File: src/source/blimp_pkg.sv
/*
 * Shared types and constants for the blimp core.
 * Imported by every RTL module and by the testbench checker.
 */
package blimp_pkg;

  // ----------------------------------------------------------------------
  // Widths
  // ----------------------------------------------------------------------

  localparam int xlen       = 32;
  localparam int reg_addr_w = 5;

  // ----------------------------------------------------------------------
  // Internal opcodes
  // ----------------------------------------------------------------------

  // Immediate forms reuse the ALU codes, use_imm selects the operand
  typedef enum logic [3:0] {
    OP_ADD,
    OP_SUB,
    OP_AND,
    OP_OR,
    OP_XOR,
    OP_SLT,
    OP_LUI,
    OP_BEQ,
    OP_BNE,
    OP_JAL,
    OP_ILLEGAL
  } blimp_op_e;

  // ----------------------------------------------------------------------
  // RV32 encoding fields
  // ----------------------------------------------------------------------

  // Major opcodes
  localparam logic [6:0] opc_op     = 7'b0110011;
  localparam logic [6:0] opc_op_imm = 7'b0010011;
  localparam logic [6:0] opc_lui    = 7'b0110111;
  localparam logic [6:0] opc_branch = 7'b1100011;
  localparam logic [6:0] opc_jal    = 7'b1101111;

  // funct3, shared by register and immediate ALU forms
  localparam logic [2:0] f3_add_sub = 3'b000;
  localparam logic [2:0] f3_slt     = 3'b010;
  localparam logic [2:0] f3_xor     = 3'b100;
  localparam logic [2:0] f3_or      = 3'b110;
  localparam logic [2:0] f3_and     = 3'b111;
  // funct3 for branches
  localparam logic [2:0] f3_beq     = 3'b000;
  localparam logic [2:0] f3_bne     = 3'b001;

  // funct7
  localparam logic [6:0] f7_base    = 7'b0000000;
  localparam logic [6:0] f7_sub     = 7'b0100000;

  // ----------------------------------------------------------------------
  // Writeback and trace
  // ----------------------------------------------------------------------

  localparam logic [xlen-1:0]       pc_step    = 32'd4;
  localparam logic [reg_addr_w-1:0] reg_zero   = '0;
  // Data reported for instructions that write nothing
  localparam logic [xlen-1:0]       wdata_none = '0;

  // Fetch FSM
  typedef enum logic [1:0] {
    F_REQ,
    F_WAIT,
    F_HOLD
  } fetch_state_e;

endpackage
File: src/source/blimp_stage_if.sv
/*
 * Stage-to-stage links inside the core.
 * Decode feeds execute, execute feeds result; each has a src and dst side.
 */

// Decoded instruction with operands read
interface blimp_dx_if import blimp_pkg::*; ();
  logic                  val;
  logic [xlen-1:0]       pc;
  blimp_op_e             op;
  logic                  use_imm;
  logic [xlen-1:0]       rs1_data;
  logic [xlen-1:0]       rs2_data;
  logic [xlen-1:0]       imm;
  logic [reg_addr_w-1:0] waddr;
  logic                  wen;

  modport src (output val, pc, op, use_imm, rs1_data, rs2_data, imm, waddr, wen);
  modport dst (input  val, pc, op, use_imm, rs1_data, rs2_data, imm, waddr, wen);
endinterface

// Executed instruction, ready to retire
interface blimp_xr_if import blimp_pkg::*; ();
  logic                  val;
  logic [xlen-1:0]       pc;
  logic [reg_addr_w-1:0] waddr;
  logic [xlen-1:0]       wdata;
  logic                  wen;
  logic [xlen-1:0]       next_pc;

  modport src (output val, pc, waddr, wdata, wen, next_pc);
  modport dst (input  val, pc, waddr, wdata, wen, next_pc);
endinterface

File: src/source/blimp_core.sv
/*
 * Top level of the blimp core with plain memory and trace ports.
 * Wires fetch, decode, execute and result; one instruction in flight.
 */
module blimp_core import blimp_pkg::*; #(
  parameter logic [xlen-1:0] p_reset_pc = 32'h0000_0000
) (
  input  logic                  clk,
  input  logic                  rst_n,
  // Instruction memory
  output logic                  imem_req_val,
  output logic [xlen-1:0]       imem_req_addr,
  input  logic                  imem_req_rdy,
  input  logic                  imem_resp_val,
  input  logic [xlen-1:0]       imem_resp_data,
  // Retirement trace
  output logic                  trace_val,
  output logic [xlen-1:0]       trace_pc,
  output logic [reg_addr_w-1:0] trace_waddr,
  output logic [xlen-1:0]       trace_wdata,
  output logic                  trace_wen
);

  // Fetch to decode
  logic                  fd_val;
  logic [xlen-1:0]       fd_pc;
  logic [xlen-1:0]       fd_inst;
  // Result to decode
  logic                  wb_en;
  logic [reg_addr_w-1:0] wb_addr;
  logic [xlen-1:0]       wb_data;
  // Result to fetch
  logic                  redirect_val;
  logic [xlen-1:0]       redirect_pc;

  blimp_dx_if dx_if ();
  blimp_xr_if xr_if ();

  // ----------------------------------------------------------------------
  // Stages
  // ----------------------------------------------------------------------

  blimp_fetch #(
    .p_reset_pc (p_reset_pc)
  ) u_fetch (
    .clk            (clk),
    .rst_n          (rst_n),
    .imem_req_val   (imem_req_val),
    .imem_req_addr  (imem_req_addr),
    .imem_req_rdy   (imem_req_rdy),
    .imem_resp_val  (imem_resp_val),
    .imem_resp_data (imem_resp_data),
    .fd_val         (fd_val),
    .fd_pc          (fd_pc),
    .fd_inst        (fd_inst),
    .redirect_val   (redirect_val),
    .redirect_pc    (redirect_pc)
  );

  blimp_decode u_decode (
    .clk     (clk),
    .rst_n   (rst_n),
    .fd_val  (fd_val),
    .fd_pc   (fd_pc),
    .fd_inst (fd_inst),
    .dx      (dx_if.src),
    .wb_en   (wb_en),
    .wb_addr (wb_addr),
    .wb_data (wb_data)
  );

  blimp_execute u_execute (
    .clk   (clk),
    .rst_n (rst_n),
    .dx    (dx_if.dst),
    .xr    (xr_if.src)
  );

  blimp_result u_result (
    .clk          (clk),
    .rst_n        (rst_n),
    .xr           (xr_if.dst),
    .wb_en        (wb_en),
    .wb_addr      (wb_addr),
    .wb_data      (wb_data),
    .redirect_val (redirect_val),
    .redirect_pc  (redirect_pc),
    .trace_val    (trace_val),
    .trace_pc     (trace_pc),
    .trace_waddr  (trace_waddr),
    .trace_wdata  (trace_wdata),
    .trace_wen    (trace_wen)
  );

endmodule

File: src/source/blimp_result.sv
/*
 * Result stage: retires one instruction per record.
 * Drives the register write, the trace and the fetch redirect from one register.
 */
module blimp_result import blimp_pkg::*; (
  input  logic                  clk,
  input  logic                  rst_n,
  blimp_xr_if.dst               xr,
  // Register file write
  output logic                  wb_en,
  output logic [reg_addr_w-1:0] wb_addr,
  output logic [xlen-1:0]       wb_data,
  // Back to fetch
  output logic                  redirect_val,
  output logic [xlen-1:0]       redirect_pc,
  // Trace
  output logic                  trace_val,
  output logic [xlen-1:0]       trace_pc,
  output logic [reg_addr_w-1:0] trace_waddr,
  output logic [xlen-1:0]       trace_wdata,
  output logic                  trace_wen
);

  logic                  ret_val;
  logic [xlen-1:0]       ret_pc;
  logic [reg_addr_w-1:0] ret_waddr;
  logic [xlen-1:0]       ret_wdata;
  logic                  ret_wen;
  logic [xlen-1:0]       ret_next_pc;

  always_ff @(posedge clk or negedge rst_n) begin
    if (!rst_n)
      ret_val <= 1'b0;
    else
      ret_val <= xr.val;
  end

  always_ff @(posedge clk) begin
    if (xr.val) begin
      ret_pc      <= xr.pc;
      ret_waddr   <= xr.waddr;
      ret_wdata   <= xr.wdata;
      ret_wen     <= xr.wen;
      ret_next_pc <= xr.next_pc;
    end
  end

  // Write lands the same cycle the trace reports it
  assign wb_en        = ret_val && ret_wen;
  assign wb_addr      = ret_waddr;
  assign wb_data      = ret_wdata;
  assign redirect_val = ret_val;
  assign redirect_pc  = ret_next_pc;

  assign trace_val   = ret_val;
  assign trace_pc    = ret_pc;
  assign trace_waddr = ret_waddr;
  assign trace_wdata = ret_wdata;
  assign trace_wen   = ret_wen;

  // One instruction in flight, so retirements are never back to back
  a_trace_gap: assert property (@(posedge clk) disable iff (!rst_n)
    trace_val |=> !trace_val);

endmodule

File: src/source/blimp_execute.sv
/*
 * Execute stage: ALU, branch compare and next-pc select.
 * Registers one result record for the result stage.
 */
module blimp_execute import blimp_pkg::*; (
  input  logic    clk,
  input  logic    rst_n,
  blimp_dx_if.dst dx,
  blimp_xr_if.src xr
);

  logic [xlen-1:0] op_b;
  logic [xlen-1:0] link_pc;
  logic [xlen-1:0] alu_res;
  logic            taken;

  // Immediate forms share the ALU
  assign op_b    = dx.use_imm ? dx.imm : dx.rs2_data;
  assign link_pc = dx.pc + pc_step;

  always_comb begin
    case (dx.op)
      OP_ADD:  alu_res = dx.rs1_data + op_b;
      OP_SUB:  alu_res = dx.rs1_data - op_b;
      OP_AND:  alu_res = dx.rs1_data & op_b;
      OP_OR:   alu_res = dx.rs1_data | op_b;
      OP_XOR:  alu_res = dx.rs1_data ^ op_b;
      // Signed compare
      OP_SLT:  alu_res = {{(xlen-1){1'b0}}, $signed(dx.rs1_data) < $signed(op_b)};
      OP_LUI:  alu_res = dx.imm;
      OP_JAL:  alu_res = link_pc;
      default: alu_res = wdata_none;
    endcase
  end

  // Branches compare the two registers, never the immediate
  always_comb begin
    case (dx.op)
      OP_BEQ:  taken = (dx.rs1_data == dx.rs2_data);
      OP_BNE:  taken = (dx.rs1_data != dx.rs2_data);
      OP_JAL:  taken = 1'b1;
      default: taken = 1'b0;
    endcase
  end

  // ----------------------------------------------------------------------
  // Stage register
  // ----------------------------------------------------------------------

  always_ff @(posedge clk or negedge rst_n) begin
    if (!rst_n)
      xr.val <= 1'b0;
    else
      xr.val <= dx.val;
  end

  always_ff @(posedge clk) begin
    if (dx.val) begin
      xr.pc      <= dx.pc;
      xr.waddr   <= dx.waddr;
      xr.wdata   <= alu_res;
      xr.wen     <= dx.wen;
      xr.next_pc <= taken ? dx.pc + dx.imm : link_pc;
    end
  end

endmodule

File: src/source/blimp_decode.sv
/*
 * Decode stage: maps the RV32 encoding to an internal opcode,
 * builds the immediate and reads the register file it owns.
 */
module blimp_decode import blimp_pkg::*; (
  input  logic                  clk,
  input  logic                  rst_n,
  // From fetch
  input  logic                  fd_val,
  input  logic [xlen-1:0]       fd_pc,
  input  logic [xlen-1:0]       fd_inst,
  // To execute
  blimp_dx_if.src               dx,
  // Register write from result
  input  logic                  wb_en,
  input  logic [reg_addr_w-1:0] wb_addr,
  input  logic [xlen-1:0]       wb_data
);

  logic [xlen-1:0]       regs [32];
  logic [6:0]            opcode;
  logic [2:0]            funct3;
  logic [6:0]            funct7;
  logic [reg_addr_w-1:0] rd;
  logic [reg_addr_w-1:0] rs1;
  logic [reg_addr_w-1:0] rs2;
  blimp_op_e             op;
  logic                  use_imm;
  logic [xlen-1:0]       imm;
  logic                  wen;

  assign opcode = fd_inst[6:0];
  assign rd     = fd_inst[11:7];
  assign funct3 = fd_inst[14:12];
  assign rs1    = fd_inst[19:15];
  assign rs2    = fd_inst[24:20];
  assign funct7 = fd_inst[31:25];

  // ----------------------------------------------------------------------
  // Opcode and immediate
  // ----------------------------------------------------------------------

  always_comb begin
    op      = OP_ILLEGAL;
    use_imm = 1'b0;
    imm     = '0;
    case (opcode)
      opc_op: begin
        if (funct7 == f7_base) begin
          case (funct3)
            f3_add_sub: op = OP_ADD;
            f3_slt:     op = OP_SLT;
            f3_xor:     op = OP_XOR;
            f3_or:      op = OP_OR;
            f3_and:     op = OP_AND;
            default:    op = OP_ILLEGAL;
          endcase
        end else if (funct7 == f7_sub && funct3 == f3_add_sub) begin
          op = OP_SUB;
        end
      end
      // I-type, no SLTI
      opc_op_imm: begin
        use_imm = 1'b1;
        imm     = {{20{fd_inst[31]}}, fd_inst[31:20]};
        case (funct3)
          f3_add_sub: op = OP_ADD;
          f3_xor:     op = OP_XOR;
          f3_or:      op = OP_OR;
          f3_and:     op = OP_AND;
          default:    op = OP_ILLEGAL;
        endcase
      end
      // U-type
      opc_lui: begin
        op  = OP_LUI;
        imm = {fd_inst[31:12], 12'b0};
      end
      // B-type offset
      opc_branch: begin
        imm = {{19{fd_inst[31]}}, fd_inst[31], fd_inst[7], fd_inst[30:25],
               fd_inst[11:8], 1'b0};
        if (funct3 == f3_beq)
          op = OP_BEQ;
        else if (funct3 == f3_bne)
          op = OP_BNE;
      end
      // J-type offset
      opc_jal: begin
        op  = OP_JAL;
        imm = {{11{fd_inst[31]}}, fd_inst[31], fd_inst[19:12], fd_inst[20],
               fd_inst[30:21], 1'b0};
      end
      default: op = OP_ILLEGAL;
    endcase
  end

  // No write for x0, branches or illegal words
  assign wen = (rd != reg_zero) && !(op inside {OP_BEQ, OP_BNE, OP_ILLEGAL});

  // ----------------------------------------------------------------------
  // Register file and stage register
  // ----------------------------------------------------------------------

  always_ff @(posedge clk) begin
    if (wb_en)
      regs[wb_addr] <= wb_data;
  end

  always_ff @(posedge clk or negedge rst_n) begin
    if (!rst_n)
      dx.val <= 1'b0;
    else
      dx.val <= fd_val;
  end

  always_ff @(posedge clk) begin
    if (fd_val) begin
      dx.pc       <= fd_pc;
      dx.op       <= op;
      dx.use_imm  <= use_imm;
      // x0 reads zero
      dx.rs1_data <= (rs1 == reg_zero) ? '0 : regs[rs1];
      dx.rs2_data <= (rs2 == reg_zero) ? '0 : regs[rs2];
      dx.imm      <= imm;
      dx.waddr    <= rd;
      dx.wen      <= wen;
    end
  end

  a_no_x0_write: assert property (@(posedge clk) disable iff (!rst_n)
    wb_en |-> wb_addr != reg_zero);

endmodule

File: src/source/blimp_fetch.sv
/*
 * Fetch stage: pc register and instruction-memory request FSM.
 * Issues one request, forwards the response, then waits for the redirect.
 */
module blimp_fetch import blimp_pkg::*; #(
  parameter logic [xlen-1:0] p_reset_pc = '0
) (
  input  logic            clk,
  input  logic            rst_n,
  // Instruction memory
  output logic            imem_req_val,
  output logic [xlen-1:0] imem_req_addr,
  input  logic            imem_req_rdy,
  input  logic            imem_resp_val,
  input  logic [xlen-1:0] imem_resp_data,
  // To decode
  output logic            fd_val,
  output logic [xlen-1:0] fd_pc,
  output logic [xlen-1:0] fd_inst,
  // From result
  input  logic            redirect_val,
  input  logic [xlen-1:0] redirect_pc
);

  fetch_state_e    state;
  fetch_state_e    state_next;
  logic [xlen-1:0] pc;

  // ----------------------------------------------------------------------
  // FSM
  // ----------------------------------------------------------------------

  always_comb begin
    state_next = state;
    case (state)
      // Hold address until the memory takes it
      F_REQ:
        if (imem_req_val && imem_req_rdy)
          state_next = F_WAIT;
      F_WAIT:
        if (imem_resp_val)
          state_next = F_HOLD;
      // Instruction in flight, wait for retirement
      F_HOLD:
        if (redirect_val)
          state_next = F_REQ;
      default:
        state_next = F_REQ;
    endcase
  end

  always_ff @(posedge clk or negedge rst_n) begin
    if (!rst_n) begin
      state <= F_REQ;
      pc    <= p_reset_pc;
    end else begin
      state <= state_next;
      if (state == F_HOLD && redirect_val)
        pc <= redirect_pc;
    end
  end

  assign imem_req_val  = (state == F_REQ);
  assign imem_req_addr = pc;

  // Response goes straight through to decode
  assign fd_val  = (state == F_WAIT) && imem_resp_val;
  assign fd_pc   = pc;
  assign fd_inst = imem_resp_data;

  // Address must not move under back-pressure
  a_req_stable: assert property (@(posedge clk) disable iff (!rst_n)
    imem_req_val && !imem_req_rdy |=> imem_req_val && $stable(imem_req_addr));

  // Memory answers only an accepted request
  a_resp_in_wait: assert property (@(posedge clk) disable iff (!rst_n)
    imem_resp_val |-> state == F_WAIT);

endmodule

File: config.mk
export PLATFORM = sky130hd
export DESIGN_NAME = blimp_core
export DESIGN_NICKNAME = d
export VERILOG_FILES = /design/src/source/blimp_pkg.sv /design/src/source/blimp_stage_if.sv /design/src/source/blimp_core.sv /design/src/source/blimp_result.sv /design/src/source/blimp_execute.sv /design/src/source/blimp_decode.sv /design/src/source/blimp_fetch.sv
export SDC_FILE = /design/constraint.sdc
export NUM_CORES = 2
export LEC_CHECK = 0
export BUFFER_PORTS_ARGS = -buffer_cell sky130_fd_sc_hd__buf_2
export CAP_MARGIN = 15
export CORE_ASPECT_RATIO = 1.1
export CORE_UTILIZATION = 48
export CTS_BUF_LIST = sky130_fd_sc_hd__clkbuf_4 sky130_fd_sc_hd__clkbuf_8
export CTS_CLUSTER_DIAMETER = 200
export DETAILED_ROUTE_END_ITERATION = 6
export GPL_TIMING_DRIVEN = 0
export PLACE_DENSITY_LB_ADDON = 0.2
export SLEW_MARGIN = 20
export SYNTH_ARGS = -nofsm -noshare
export SYNTH_HDL_FRONTEND = slang
export SYNTH_SLANG_ARGS = --single-unit
File: constraint.sdc
create_clock -name clk -period 8 [get_ports clk]
set_clock_uncertainty 0.15 [all_clocks]
set_input_delay 1.2 -clock clk [delete_from_list [all_inputs] [get_ports clk]]
set_output_delay 1.2 -clock clk [all_outputs]
set_load 0.01 [all_outputs]
# Word level (Yosys, flattened, before mapping)
# Memory sizes are Yosys's and may differ from the RTL's. A register that Yosys moved wholly into a read port is not among the register bits.
# Index checks and enable logic that the tools add are counted.
[word_totals]
n_memories = 1
output_inout_bits = 104
word_cells = 95
mem_bits_rw = 1024
input_bits = 36
ff_bits = 316
[mem_list]
columns = ["memory", "depth", "word_bits", "rd", "rd_clocked_by_memory_dff", "write_ports", "line_no", "source"]
rows = [
  ["u_decode.regs", 32, 32, 2, 2, 1, "blimp_decode.sv:20", "logic [xlen-1:0] regs [32];"],
]
[classes]
n_bitwise = 3
n_eq_ne = 30
n_addsub = 4
order_cmp = 1
muxes = 19
n_reduce_logical = 16
[ops]
columns = ["cell", "n"]
rows = [
  ["32-bit one-hot mux with 8 select lines", 1],
  ["32-bit one-hot mux with 4 select lines", 1],
  ["32-bit adder", 2],
  ["32-bit two-way mux", 2],
  ["4-bit one-hot mux with 5 select lines", 2],
  ["32-bit by 3-bit adder with 32-bit output (second input constant)", 1],
  ["32-bit AND", 1],
  ["32-bit == test", 1],
  ["32-bit < comparator", 1],
  ["32-bit inequality test", 1],
  ["32-bit OR", 1],
  ["32-bit subtractor", 1],
  ["32-bit bitwise XOR", 1],
  ["7-bit by 6-bit == test with 1-bit output (second input constant)", 3],
  ["4-bit by 3-bit == test with 1-bit output (second input constant)", 5],
  ["4-bit == test (second input constant)", 4],
  ["4-bit one-hot mux with 4 select lines", 1],
  ["7-bit == test (second input constant)", 2],
  ["4-bit two-way mux", 3],
  ["5-bit logical NOT", 2],
  ["3-bit == test (second input constant)", 3],
  ["4-bit by 2-bit == test with 1-bit output (second input constant)", 2],
  ["2-bit two-way mux", 4],
  ["7-bit by 5-bit == test with 1-bit output (second input constant)", 1],
  ["other kinds (19)", 27],
]

# Depth between registers and ports, before layout
[logic_depth]
word_depth = 9
depth_mapped = 16
mapped_depth_nobuf = 14

# Cells and area by module
# A second synthesis with hierarchy kept.
[hier_totals]
cells_unflattened = 4078
area_unflattened_um2 = 68893.6
[by_module_without_submodules]
columns = ["mod", "instances", "area_per_inst_um2", "seq_area_each_um2", "cells_each"]
rows = [
  ["blimp_decode", 1, 52213.8, 34948.5, 2505],
  ["blimp_execute", 1, 11398.4, 3088.0, 1290],
  ["blimp_result", 1, 3379.5, 3088.0, 142],
  ["blimp_fetch", 1, 1901.8, 850.8, 141],
]

# Worst setup path before layout
# OpenSTA, ideal clock, no wires.
[synth_path]
path_kind = "input -> register"
from = "input imem_resp_val"
to = "register u_decode.dx.val"
path_slack_ns = 0.014
required_ns = 7.112
arrival_ns = 7.099
cell_stages = 2
path_buffers = 0
setup_ns = 0.738
path_cell_list = "nand2_1 nor2_1"
[synth_between]
elab_chain_len = 1
[synth_rtl]
columns = ["item", "line_no", "source"]
rows = [
  ["start, declared", "blimp_core.sv:14", "input logic imem_resp_val,"],
  ["1-bit logical AND", "blimp_fetch.sv:67", "assign fd_val = (state == F_WAIT) && imem_resp_val;"],
  ["via fd_val", "blimp_core.sv:25", "logic fd_val;"],
  ["end signal, assigned", "blimp_decode.sv:114", "dx.val <= fd_val;"],
  ["end, declared", "blimp_stage_if.sv:18", "modport src (output val, pc, op, use_imm, rs1_data, rs2_data, imm, waddr, wen);"],
]
# The timed path passes the listed nets, and every way through them passes these cells.
# A chain may end at the register's enable or synchronous reset.

# Worst setup path after layout
[layout_path]
from = "register u_decode.dx.use_imm"
to = "register u_execute.xr.wdata[29], data pin"
[layout_between]
elab_chain_len = 3
[layout_rtl]
columns = ["item", "line_no", "source"]
rows = [
  ["start, declared", "blimp_stage_if.sv:18", ""],
  ["32-bit two-way mux *", "blimp_execute.sv:18", "assign op_b = dx.use_imm ? dx.imm : dx.rs2_data;"],
  ["32-bit subtractor (tied with other cells)", "blimp_execute.sv:24", "OP_SUB: alu_res = dx.rs1_data - op_b;"],
  ["32-bit one-hot mux with 8 select lines *", "blimp_execute.sv:22", "case (dx.op)"],
  ["via u_execute.alu_res[29]", "blimp_execute.sv:14", "logic [xlen-1:0] alu_res;"],
  ["end signal, assigned", "blimp_execute.sv:61", "xr.wdata <= alu_res;"],
  ["end, declared", "blimp_stage_if.sv:31", "modport src (output val, pc, waddr, wdata, wen, next_pc);"],
]
# The timed path passes the listed nets; every way through them passes the cells marked *.

==> results.sh <==
export IMPL_cp_required_ns=8.50
export IMPL_cp_cell_sequence="clkbuf_1, buf_1, mux2i_1, ha_1, o21bai_1, o211ai_1, a211oi_1, o2111ai_1, a21oi_1, a31oi_1, a221oi_1, o221ai_1"
export IMPL_maxCapViolCount=0
export IMPL_r2r_end="u_execute.xr.wdata[29]"
export IMPL_drt_initial_drc_count=4433
export IMPL_whs_ns=0.262
export IMPL_grt_setup_unrepaired="false"
export IMPL_cts_buffer_depth=3
export IMPL_crit_fanout=10
export IMPL_setup_viol=0
export IMPL_insertion_delay_ns=0.97
export IMPL_r2r_setup_slack_ns=2.23
export IMPL_powerDensity_nw_per_um2=253
export IMPL_synthesis_nets=3967
export IMPL_place_port_buffers=130
export IMPL_path_clk_slew_ns=0.09
export IMPL_final_nets=4415
export IMPL_seq_area_frac_synth=0.619
export IMPL_finalCriticalPeriod_ns=5.77
export IMPL_yosysTopAreaCell="edfxtp_1"
export IMPL_status="finished clean"
export IMPL_cts_sinks=1404
export IMPL_hpwl_mm=155
export IMPL_clock_root_buffer="clkbuf_8"
export IMPL_drv_slew=0
export IMPL_synth_compound_area_frac=0.0497
export IMPL_die_area_um2=143000
export IMPL_endpoint="u_execute.xr.wdata[29]"
export IMPL_antenna_found_initial=4
export IMPL_initial_core_util=0.484
export IMPL_cp_top_family="compound AO/OA/AOI/OAI gates"
export IMPL_grt_pass1_wl_mm=297
export IMPL_timing_final_crit_share=0.721
export IMPL_routed_via_density=6.51
export IMPL_row_count=144
export IMPL_die_x_um=360
export IMPL_slew_headroom=0.176
export IMPL_rr_worst_depth=12
export IMPL_core_area_um2=140000
export IMPL_route_vias_total=40688
export IMPL_synthXorXnorAreaFrac=0.0119
export IMPL_cp_arrival_ns=6.27
export IMPL_hold_class="in2async"
export IMPL_ys_flop_type="edfxtp_1"
export IMPL_post_cts_buffers=0
export IMPL_fmax_mhz=173
export IMPL_cts_buffers=223
export IMPL_synth_cell_types=97
export IMPL_r2r_start="u_decode.dx.use_imm"
export IMPL_setup_tns_ns=0
export IMPL_ys_top_cells_by_count="edfxtp_1, mux4_2, nor2_1"
export IMPL_crit_cells=12
export IMPL_h_tree_depth=4
export IMPL_grt_usage=0.297
export IMPL_antenna_left=0
export IMPL_grt_pass1_vias=41174
export IMPL_final_hold_viol_count=0
export IMPL_gp_congestion=0.980
export IMPL_cp_start_kind="flip-flop"
export IMPL_drt_pass1_iter_count=5
export IMPL_synthMuxAreaShare=0.235
export IMPL_slowest_delay_ns=0.86
export IMPL_placedInstanceArea_um2=72500
export IMPL_synthAdderAreaFrac=0.0269
export IMPL_startpoint="u_decode.dx.use_imm"
export IMPL_syn_avg_cell_area_um2=17.9
export IMPL_syn_inst=3788
export IMPL_cp_slowest_cell="buf_1"
export IMPL_hold_buffers=0
export IMPL_post_drt_wl_per_cell_um=33.9
export IMPL_synth_edf_count=1367
export IMPL_netlist_area_leader_share=0.606
export IMPL_crit_buf_inv=2
export IMPL_synth_most_common_cell="edfxtp_1"
export IMPL_ir_drop_v=0.000182
export IMPL_end_kind="flip-flop"
export IMPL_synth_top_family_by_area="multiplexers"
export IMPL_synthArstFlopShare=0.0264
export IMPL_postCtsResizedCells=0
export IMPL_grt_max_degree=52
export IMPL_drc=0
export IMPL_post_route_util=0.552
export IMPL_synthTopCellsByArea="edfxtp_1, mux4_2, ha_1"
export IMPL_ys_warn_count=0
export IMPL_io_pins=140
export IMPL_gr_total_overflow=0
export IMPL_wirelength_mm=212
export IMPL_drive_above_1_share=0.317
export IMPL_synthSimpleGateAreaFrac=0.0368
export IMPL_syn2layout_area_growth_pct=14.0
export IMPL_fin_area_um2=77200
export IMPL_cts_tree="done"
export IMPL_die_y_um=396
export IMPL_syn_cell_area_um2=67800
export IMPL_p_leak_uw=0.0260
export IMPL_ys_ff_latch=1404
export IMPL_criticalPathCategory="reg2reg"
export IMPL_worst_pin_slew_ns=1.24
-- per-layer routing --
| metal | vias up | track usage | share of wire |
|---|---|---|---|
| li1 | 16686 | - | - |
| met1 | 21319 | 0.363 | 0.37 |
| met2 | 2122 | 0.511 | 0.51 |
| met3 | 555 | 0.0537 | 0.077 |
| met4 | 6 | 0.144 | 0.051 |
| met5 | - | 0 | 0.00019 |
-- how the worst min path moves through the flow --
stage,start,end,cells past startpoint
after floorplan,u_decode.dx.waddr[0],u_execute.xr.waddr[0],0
after global placement,u_execute.xr.pc[12],u_result.trace_pc[12],0
after detailed placement,u_execute.xr.next_pc[14],u_result.redirect_pc[14],0
after CTS,imem_resp_data[8],u_decode.dx.waddr[1],1
after global routing,u_execute.xr.pc[0],u_result.trace_pc[0],0
final,rst_n,u_fetch.fd_pc[11],1
-- worst reg2reg max path, delay by kind of cell (launching register included) --
kind            cells  cell delay, ns
flops               1            0.34
mux                 1            0.47
fa+ha+maj           1            0.34
compound gates      8            2.95
buf+inv             2            1.22
-- kinds of logic (layout without fill, tap and decap cells) --
logic type                 after synthesis  in the layout
other                                    0              4
AOI/OAI and AO/OA                      481            481
and+or+nand+nor                        539            539
xor gates and xnor gates                92             92
adders and majority gates              144            144
DFF                                   1404           1404
buffers and inverters                  339            968
muxes                                  789            789
-- area by class of cell --
cell class	count	area, µm²
flip-flops and latches	1404	42000
fillers	10968	62700
plain buffers	234	983
diodes	4	10.0
clock buffers	309	3780
clock inverters	97	683
multi-input cells	2045	24700
well taps	1825	2280
repair buffers	223	2440
inverters	105	394
-- state kept, by name, summed over array words and instances, names as in the netlist, 2 cells and up --
signal,count
u_execute.xr.next_pc,32
u_decode.dx.op,4
u_fetch.state,2
u_result.redirect_pc,32
u_decode.dx.waddr,5
u_result.trace_waddr,5
u_result.trace_pc,32
u_fetch.fd_pc,32
u_execute.xr.waddr,5
u_decode.regs,1024
u_execute.xr.pc,32
u_execute.xr.wdata,32
u_decode.dx.pc,32
u_decode.dx.rs1_data,32
u_decode.dx.imm,32
u_result.trace_wdata,32
u_decode.dx.rs2_data,32
-- cell usage in the layout (no fill, tap or decap), types with 19 or more instances in the layout --
master / synthesis / layout
nand4_1: 24 / 24
a21o_1: 45 / 45
edfxtp_1: 1367 / 1367
nor2_1: 245 / 212
o21bai_1: 19 / 19
xor2_1: 32 / 32
a221oi_1: 24 / 24
mux2i_1: 114 / 114
buf_8: 0 / 29
dfrtp_1: 37 / 35
clkbuf_4: 0 / 76
mux2_2: 34 / 34
ha_1: 140 / 140
nor3_1: 21 / 20
clkinv_2: 0 / 25
buf_2: 56 / 194
o21ai_0: 60 / 60
mux4_2: 640 / 640
clkbuf_8: 0 / 233
o22ai_1: 19 / 19
nor2_4: 0 / 33
buf_12: 0 / 41
clkinv_1: 0 / 51
a21oi_1: 122 / 122
xnor2_1: 60 / 60
clkbuf_1: 139 / 130
inv_1: 102 / 102
o21ai_1: 21 / 21
nor2b_1: 19 / 19
buf_1: 36 / 26
nand2_1: 105 / 105
nand3_1: 31 / 31
-- through the flow --
step	worst slack (ns)	std cells	total power (µW)
after global placement	-3.60	5743	13200
after CTS	2.32	6222	19500
after global routing	2.19	6244	20200
after floorplan	0.0137	3788	11800
after detailed placement	2.36	5816	13300
final	2.23	6246	19500
-- power breakdown --
group,total [µW],leakage (µW),switching (µW),internal [µW]
combinational,3820,0.0108,2390,1430
sequential,9460,0.0129,511,8950
clock,6230,0.00235,2950,3280
No activity file was read; power rests on OpenSTA's default activity.
